<file path="config.mk">
export PLATFORM = sky130hd
export DESIGN_NAME = obi_mux
export DESIGN_NICKNAME = d
export VERILOG_FILES = /design/src/obi_pkg.sv /design/src/obi_rr_arb.sv /design/src/obi_id_fifo.sv /design/src/obi_mux.sv
export VERILOG_INCLUDE_DIRS = /design/src
export SDC_FILE = /design/constraint.sdc
export NUM_CORES = 1
export LEC_CHECK = 0
export ABC_AREA = 1
export BUFFER_PORTS_ARGS = -buffer_cell sky130_fd_sc_hd__buf_2
export CAP_MARGIN = 20
export CELL_PAD_IN_SITES_DETAIL_PLACEMENT = 1
export CELL_PAD_IN_SITES_GLOBAL_PLACEMENT = 2
export CORE_AREA = 3 3 171 173
export DETAILED_ROUTE_END_ITERATION = 12
export DIE_AREA = 0 0 174 176
export PLACE_DENSITY_LB_ADDON = 0.1
export SLEW_MARGIN = 0
export SYNTH_ARGS = -nofsm -noshare
export SYNTH_HDL_FRONTEND = slang
export SYNTH_HIERARCHICAL = 1
export SYNTH_SLANG_ARGS = --single-unit
</file>
<file path="constraint.sdc">
create_clock -name clk_i -period 5.83 [get_ports clk_i]
set_input_delay 0.583 -clock clk_i [delete_from_list [all_inputs] [get_ports clk_i]]
set_output_delay 0.583 -clock clk_i [all_outputs]
set_load 0.1 [all_outputs]
</file>
<file path="src/obi_defines.svh">
/*
 * Fixed sizes of the three-port OBI slice. OBI_MGR_ID_W must stay equal to
 * OBI_SBR_ID_W plus OBI_SBR_IDX_W, and OBI_SBR_IDX_W must cover OBI_NUM_SBR.
 * OBI_MEM_WORDS is the number of 32-bit words behind the manager port.
 */
`ifndef OBI_DEFINES_SVH
`define OBI_DEFINES_SVH

// Input ports of the multiplexer and the width of a port index.
`define OBI_NUM_SBR 3
`define OBI_SBR_IDX_W 2

// Bus widths.
`define OBI_ADDR_W 32
`define OBI_DATA_W 32
`define OBI_BE_W 4

// The manager side carries the winning port index above the input aid.
`define OBI_SBR_ID_W 2
`define OBI_MGR_ID_W (`OBI_SBR_ID_W + `OBI_SBR_IDX_W)

// Outstanding transactions tracked by the ID FIFO.
`define OBI_MAX_TRANS 4

`define OBI_MEM_WORDS 256

`endif

</file>
<file path="src/obi_pkg.sv">
/*
 * Channel and port structs for both sides of the OBI multiplexer.
 * Widths come from the defines header; no rready field exists.
 */
`include "obi_defines.svh"

package obi_pkg;

  // A channel as seen at the input ports.
  typedef struct packed {
    logic [`OBI_ADDR_W-1:0]   addr;
    logic                     we;
    logic [`OBI_BE_W-1:0]     be;
    logic [`OBI_DATA_W-1:0]   wdata;
    logic [`OBI_SBR_ID_W-1:0] aid;
  } sbr_a_chan_t;

  // A channel on the manager side, with the widened aid.
  typedef struct packed {
    logic [`OBI_ADDR_W-1:0]   addr;
    logic                     we;
    logic [`OBI_BE_W-1:0]     be;
    logic [`OBI_DATA_W-1:0]   wdata;
    logic [`OBI_MGR_ID_W-1:0] aid;
  } mgr_a_chan_t;

  typedef struct packed {
    logic [`OBI_DATA_W-1:0]   rdata;
    logic                     err;
    logic [`OBI_SBR_ID_W-1:0] rid;
  } sbr_r_chan_t;

  typedef struct packed {
    logic [`OBI_DATA_W-1:0]   rdata;
    logic                     err;
    logic [`OBI_MGR_ID_W-1:0] rid;
  } mgr_r_chan_t;

  typedef struct packed {
    logic        req;
    sbr_a_chan_t a;
  } sbr_req_t;

  typedef struct packed {
    logic        gnt;
    logic        rvalid;
    sbr_r_chan_t r;
  } sbr_rsp_t;

  typedef struct packed {
    logic        req;
    mgr_a_chan_t a;
  } mgr_req_t;

  typedef struct packed {
    logic        gnt;
    logic        rvalid;
    mgr_r_chan_t r;
  } mgr_rsp_t;

endpackage

</file>
<file path="src/obi_rr_arb.sv">
/*
 * Lock-in round-robin arbiter. A requester must hold req and its A channel
 * until granted. The pointer starts at port 0 and is never flushed.
 */
`include "obi_defines.svh"

module obi_rr_arb (
  input  logic                                    clk_i,
  input  logic                                    rst_i,
  input  logic [`OBI_NUM_SBR-1:0]                 req_i,
  input  obi_pkg::sbr_a_chan_t [`OBI_NUM_SBR-1:0] a_i,
  output logic [`OBI_NUM_SBR-1:0]                 gnt_o,
  output logic                                    req_o,
  output obi_pkg::sbr_a_chan_t                    a_o,
  output logic [`OBI_SBR_IDX_W-1:0]               idx_o,
  input  logic                                    gnt_i
);

  logic [`OBI_SBR_IDX_W-1:0] ptr_q;
  logic [`OBI_SBR_IDX_W-1:0] lock_idx_q;
  logic [`OBI_SBR_IDX_W-1:0] cand;
  logic [`OBI_SBR_IDX_W-1:0] pick;
  logic                      lock_q;
  logic                      found;

  // Walk the ports starting at the pointer and take the first one that requests.
  always_comb begin
    found = 1'b0;
    pick  = ptr_q;
    cand  = ptr_q;
    for (int i = 0; i < `OBI_NUM_SBR; i++) begin
      if (!found && req_i[cand]) begin
        found = 1'b1;
        pick  = cand;
      end
      cand = (cand == `OBI_NUM_SBR - 1) ? '0 : cand + 1'b1;
    end
  end

  // A pending request that was not granted keeps its slot until it is.
  assign idx_o = lock_q ? lock_idx_q : pick;
  assign req_o = req_i[idx_o];
  assign a_o   = a_i[idx_o];

  always_comb begin
    gnt_o        = '0;
    gnt_o[idx_o] = req_o && gnt_i;
  end

  always_ff @(posedge clk_i) begin
    if (rst_i) begin
      ptr_q      <= '0;
      lock_q     <= 1'b0;
      lock_idx_q <= '0;
    end else begin
      lock_q <= req_o && !gnt_i;
      if (req_o && !gnt_i) begin
        lock_idx_q <= idx_o;
      end
      // After a handshake the winner gets the lowest priority.
      if (req_o && gnt_i) begin
        ptr_q <= (idx_o == `OBI_NUM_SBR - 1) ? '0 : idx_o + 1'b1;
      end
    end
  end

  // A requester that is kept waiting holds req and its A channel.
  assert property (@(posedge clk_i) disable iff (rst_i)
                   lock_q |-> req_i[lock_idx_q] && (a_i[lock_idx_q] == $past(a_o)))
    else $error("Locked requester dropped req or changed its A channel.");

endmodule

</file>
<file path="src/obi_id_fifo.sv">
/*
 * FIFO of port indices for outstanding transactions, OBI_MAX_TRANS deep.
 * Not fall-through. Pop on empty is illegal; push on full needs a pop.
 */
`include "obi_defines.svh"

module obi_id_fifo (
  input  logic                      clk_i,
  input  logic                      rst_i,
  input  logic                      push_i,
  input  logic [`OBI_SBR_IDX_W-1:0] data_i,
  input  logic                      pop_i,
  output logic [`OBI_SBR_IDX_W-1:0] data_o,
  output logic                      full_o,
  output logic                      empty_o
);

  logic [`OBI_SBR_IDX_W-1:0]          mem_q [`OBI_MAX_TRANS];
  logic [$clog2(`OBI_MAX_TRANS)-1:0]  wr_ptr_q;
  logic [$clog2(`OBI_MAX_TRANS)-1:0]  rd_ptr_q;
  logic [$clog2(`OBI_MAX_TRANS+1)-1:0] count_q;
  logic                               do_push;
  logic                               do_pop;

  assign full_o  = (count_q == `OBI_MAX_TRANS);
  assign empty_o = (count_q == '0);
  assign data_o  = mem_q[rd_ptr_q];

  // A full FIFO still takes a push when the head leaves in the same cycle.
  assign do_pop  = pop_i && !empty_o;
  assign do_push = push_i && (!full_o || do_pop);

  always_ff @(posedge clk_i) begin
    if (do_push) begin
      mem_q[wr_ptr_q] <= data_i;
    end
  end

  always_ff @(posedge clk_i) begin
    if (rst_i) begin
      wr_ptr_q <= '0;
      rd_ptr_q <= '0;
      count_q  <= '0;
    end else begin
      if (do_push) begin
        wr_ptr_q <= (wr_ptr_q == `OBI_MAX_TRANS - 1) ? '0 : wr_ptr_q + 1'b1;
      end
      if (do_pop) begin
        rd_ptr_q <= (rd_ptr_q == `OBI_MAX_TRANS - 1) ? '0 : rd_ptr_q + 1'b1;
      end
      if (do_push && !do_pop) begin
        count_q <= count_q + 1'b1;
      end else if (do_pop && !do_push) begin
        count_q <= count_q - 1'b1;
      end
    end
  end

  assert property (@(posedge clk_i) disable iff (rst_i)
                   !(pop_i && empty_o) && !(push_i && full_o && !pop_i))
    else $error("ID FIFO overflow or underflow.");

endmodule

</file>
<file path="src/obi_mux.sv">
/*
 * OBI multiplexer from OBI_NUM_SBR input ports to one manager port.
 * Responses must return in grant order and are always accepted.
 * The widened aid is informational; routing uses the ID FIFO only.
 */
`include "obi_defines.svh"

module obi_mux (
  input  logic                                 clk_i,
  input  logic                                 rst_i,
  input  obi_pkg::sbr_req_t [`OBI_NUM_SBR-1:0] sbr_req_i,
  output obi_pkg::sbr_rsp_t [`OBI_NUM_SBR-1:0] sbr_rsp_o,
  output obi_pkg::mgr_req_t                    mgr_req_o,
  input  obi_pkg::mgr_rsp_t                    mgr_rsp_i
);

  import obi_pkg::*;

  logic [`OBI_NUM_SBR-1:0]        sbr_req;
  logic [`OBI_NUM_SBR-1:0]        sbr_gnt;
  sbr_a_chan_t [`OBI_NUM_SBR-1:0] sbr_a;
  sbr_a_chan_t                    arb_a;
  logic                           arb_req;
  logic [`OBI_SBR_IDX_W-1:0]      win_idx;
  logic [`OBI_SBR_IDX_W-1:0]      rsp_idx;
  logic                           fifo_full;
  logic                           fifo_empty;
  logic                           mgr_hs;

  for (genvar i = 0; i < `OBI_NUM_SBR; i++) begin : gen_sbr_split
    assign sbr_req[i] = sbr_req_i[i].req;
    assign sbr_a[i]   = sbr_req_i[i].a;
  end

  // No new grant while every ID FIFO slot is taken.
  obi_rr_arb i_rr_arb (
    .clk_i (clk_i),
    .rst_i (rst_i),
    .req_i (sbr_req),
    .a_i   (sbr_a),
    .gnt_o (sbr_gnt),
    .req_o (arb_req),
    .a_o   (arb_a),
    .idx_o (win_idx),
    .gnt_i (mgr_rsp_i.gnt && !fifo_full)
  );

  assign mgr_req_o.req     = arb_req && !fifo_full;
  assign mgr_req_o.a.addr  = arb_a.addr;
  assign mgr_req_o.a.we    = arb_a.we;
  assign mgr_req_o.a.be    = arb_a.be;
  assign mgr_req_o.a.wdata = arb_a.wdata;
  assign mgr_req_o.a.aid   = {win_idx, arb_a.aid};

  assign mgr_hs = mgr_req_o.req && mgr_rsp_i.gnt;

  obi_id_fifo i_id_fifo (
    .clk_i   (clk_i),
    .rst_i   (rst_i),
    .push_i  (mgr_hs),
    .data_i  (win_idx),
    .pop_i   (mgr_rsp_i.rvalid),
    .data_o  (rsp_idx),
    .full_o  (fifo_full),
    .empty_o (fifo_empty)
  );

  // The oldest outstanding index picks the port that sees the response.
  always_comb begin
    for (int i = 0; i < `OBI_NUM_SBR; i++) begin
      sbr_rsp_o[i]     = '0;
      sbr_rsp_o[i].gnt = sbr_gnt[i];
      if (rsp_idx == i) begin
        sbr_rsp_o[i].rvalid  = mgr_rsp_i.rvalid;
        sbr_rsp_o[i].r.rdata = mgr_rsp_i.r.rdata;
        sbr_rsp_o[i].r.err   = mgr_rsp_i.r.err;
        sbr_rsp_o[i].r.rid   = mgr_rsp_i.r.rid[`OBI_SBR_ID_W-1:0];
      end
    end
  end

  assert property (@(posedge clk_i) disable iff (rst_i)
                   mgr_rsp_i.rvalid |-> !fifo_empty)
    else $error("Response without an outstanding transaction.");

endmodule

</file>
; ---- Word-level counts from Yosys, hierarchy flattened
; Memory sizes are Yosys's and may differ from the RTL's. A register that Yosys moved wholly into a read port is not among the register bits.
; Cells that the tools add are included.
[totals]
regBits = 12
mem_bits_rw = 8
in_bits = 257
out_inout_bits = 185
elab_cells = 82
memories = 1
[mem_list]
columns = memory, words, word_bits, read_ports, rd_clocked_by_memory_dff, wr, line
row1 = i_id_fifo.mem_q, 4, 2, 1, 1, 1, obi_id_fifo.sv:18  ; logic [`OBI_SBR_IDX_W-1:0] mem_q [`OBI_MAX_TRANS];
[classes]
n_addsub = 7
n_lt_le_gt_ge = 5
eq_ne = 8
muxes = 31
n_bitwise = 1
reduce_logical = 23
[op_table]
columns = operator, n
row1 = $bmux 71 s2, 1
row2 = $mux 36, 3
row3 = $mux 71, 1
row4 = $mux 2, 10
row5 = $eq 2x2->1 const B, 6
row6 = $logic_and 1x1->1, 12
row7 = $lt 2x3->1 const B, 4
row8 = $add 2x1->2 const B, 5
row9 = $mux 1, 9
row10 = $bmux 1 s2, 4
row11 = $logic_not 1->1, 7
row12 = $mux 3, 2
row13 = $add 3x1->3 const B, 1
row14 = $and 3x3->3, 1
row15 = $eq 3x3->1 const B, 1
row16 = $logic_not 3->1, 1
row17 = $sub 3x1->3 const B, 1
row18 = $demux 1 s2, 1
row19 = $eq 2x1->1 const B, 1
row20 = $ge 2x1->1 const B, 1
row21 = $logic_not 2->1, 1
row22 = $reduce_bool 2->1, 1
row23 = $logic_or 1x1->1, 1

; ---- Longest topological paths before layout
[depth]
word_depth = 19
mapped_depth = 28

; ---- Hierarchy
; The synthesis kept the hierarchy.
[by_module_without_submodules]
columns = mod, n_inst, cells_each, area_each_um2
row1 = obi_rr_arb, 1, 326, 1691.6
row2 = obi_id_fifo, 1, 90, 817.0
row3 = obi_mux, 1, 164, 708.2

; ---- Worst setup path after synthesis
; No wires, ideal clock.
[synth_timing]
kind = input-to-output
start = in sbr_req_i[215] (netlist bit)
end = out mgr_req_o[73] (netlist bit)
arrival_ns = 3.292
required_ns = 5.247
path_slack_ns = 1.955
path_stages = 14
n_path_buf = 0
cell_sequence = inv_1 > nand2_1 > nand2_1 > nor2_2 > nand3_2 > o21ai_1 > inv_1 > nand2_1 > nand2_2 > inv_2 > nand2_1 > nand2_2 > inv_1 > nor2_1
[synth_rtl]
columns = element, line
row1 = "start, declared", obi_mux.sv:11  ; input obi_pkg::sbr_req_t [`OBI_NUM_SBR-1:0] sbr_req_i,
row2 = "end, declared", obi_mux.sv:13  ; output obi_pkg::mgr_req_t mgr_req_o,

==> results by group <==
Timing
  • Tightest Pin Transition: 899 ps
  • Largest clock skew in the final design: 4.58 ps
  • Achievable clock frequency: 248 MHz
  • Final critical-path required period: 4030 ps
  • Pins Over Slew Limit: 0
  • Summed negative setup slack over all endpoints: 0 ps
  • Final-report hold violation count: 0
  • Worst slack on hold paths: 479 ps
  • Setup repair after global routing missed its margin: false
  • Share of the clock period used by the worst path: 69.2%
  • Setup-violating endpoint count in the final report: 0
  • Max_slew headroom: 40.1%

GRT
  • Antenna violations before repair: 12
  • Maximum number of pins on one net before global-route repair: 73
  • Number of global-route vias before repair: 5665
  • First-pass GRT wire length: 35.2 mm
  • Global route total overflow: 0
  • Total track usage: 15.0%

Floorplanning
  • Initial cell density of the core: 11.6%
  • Die width: 174 um
  • I/O pins: 442
  • Die extent in y: 176 um
  • Floorplan die area: 0.0306 sq mm
  • Core region area: 0.0278 sq mm
  • Site Rows: 61

Finish
  • Most frequent cells in the layout: 439 x buf_2, 181 x nand2_1, 130 x nor2_1
  • Leading cell type in the layout, fill and taps excluded: buf_2
  • Filler instances: 3690
  • Fraction of layout cells with a size suffix above 1: 47.6%
  • Area growth from synthesis to final layout: 80.3%
  • Net total in the final layout: 1259

Worst setup path
  • Data required time at the worst endpoint: 5250 ps
  • CP Class: flip-flop to output port
  • Worst path bufs/invs: 4
  • Critical-path top delay cell: buf_4
  • Highest net fanout along the worst path: 72
  • Critical Path Start Type: flip-flop
  • Maximum cell stage delay along the critical path: 630 ps
  • Sequence of cells on the critical path: inv_2 -> nand2_2 -> nor2_1 -> nor2_2 -> nand3_2 -> o21ai_1 -> inv_1 -> nand2_1 -> nand2_2 -> nor2_4 -> buf_4 -> a22oi_1 -> nand2_1 -> buf_2
  • Crit end category: output port
  • Cell type group with the largest total delay on the critical path: buffers and inverters
  • WP data arrival: 3450 ps

Detailed routing
  • DRC viols: 0
  • Post-detailed-route count of antenna-violating nets: 0
  • DRC violation total after the first TritonRoute iteration: 162
  • Final Routed Wirelength: 24.7 mm
  • Iteration count of the initial detailed-routing pass: 4
  • Routed via count: 5363
  • Drt via density: 3.91
  • Average wire length per cell after detail routing: 18.0 um

Clocking
  • Worst-skew pair later-pin latency: 260 ps
  • Clock tree root driver cell: clkbuf_16
  • Largest buffer count on any clock path: 2
  • Hold Buf Count CTS: 0
  • Number of sinks on the clock net: 22
  • Post-CTS setup-driven buffer insertion count: 0
  • Resize count post-CTS: 0
  • CTS H-tree lvls: 1
  • Clock buffers created by TritonCTS: 3
  • CTS tree: done
  • Worst-path clk slew: 60 ps

Synth
  • Cell count after synthesis: 579
  • Yosys synthesis warning count: 6
  • Netlist Area Pre-Place: 0.00321 sq mm
  • Post-Syn Nets: 843
  • Mapped Avg Cell Area: 5.55 sq um

Flow run
  • Maxcap violations: 0

Min path
  • Class of the worst hold path: flip-flop to flip-flop

Run status
  • Outcome: complete, no violations

Placement
  • Post-DP HPWL: 21.1 mm
  • Weighted congestion reported at the end of routability-driven placement: 0.765
  • Port bufs: 439
layout make-up:
cell class | instances | area, sq um | area share [%]
inverter | 74 | 278 | 4.79
sequential | 22 | 520 | 8.98
clock buffer | 3 | 75.1 | 1.30
antenna | 1 | 2.50 | 0.0432
clock inverter | 1 | 30.0 | 0.518
tap | 378 | 473 | 8.16
timing repair buffer | 442 | 2230 | 38.5
multi-input combinational | 452 | 2180 | 37.7
worst min-delay path: cells and delay by family, from the launching register on:
family          cells  cell delay, ps
flops               1             320
simple gates        1              60
compound gates      1              50
stage by stage:
stage	worst slack [ps]	std cells	util, %	instance area [sq um]
3_5_place_dp	1910	1368	20.5	5690
5_1_grt	1430	1372	20.8	5790
3_3_place_gp	1880	1368	20.5	5690
2_1_floorplan	1960	579	-	3210
6_report	1800	1373	20.9	5790
4_1_cts	1720	1372	20.8	5790
registers in the layout, summed over array words and instances, names as in the netlist, named ones only:
signal / count
i_rr_arb/lock_idx_q: 2
i_id_fifo/mem_q: 8
i_rr_arb/ptr_q: 2
i_id_fifo/wr_ptr_q: 2
i_rr_arb/lock_q: 1
i_id_fifo/rd_ptr_q: 2
i_id_fifo/count_q: 3
path summary, 6_finish.rpt:
kind | depth (start not counted) | slack, ps | from | end
worst min register to register | 2 | 480 | i_rr_arb/lock_idx_q[1] | i_rr_arb/lock_idx_q[1]
worst max register to register | 25 | 2280 | i_rr_arb/ptr_q[1] | i_id_fifo/count_q[2]
worst min-delay path | 2 | 480 | i_rr_arb/lock_idx_q[1] | i_rr_arb/lock_idx_q[1]
worst max-delay path | 14 | 1800 | i_rr_arb/ptr_q[1] | mgr_req_o[14]
metal layers:
layer	share of wire (%)	routed length [um]	GRT usage (%)
met1	36	8980	15.4
met2	53	13200	29.8
met3	8.8	2180	5.23
met4	1.2	299	1.51
met5	0.23	56	0
Power is left out: the tool's default activity adds up to more than one toggle a clock period on the data nets, which glitch-free logic cannot reach.
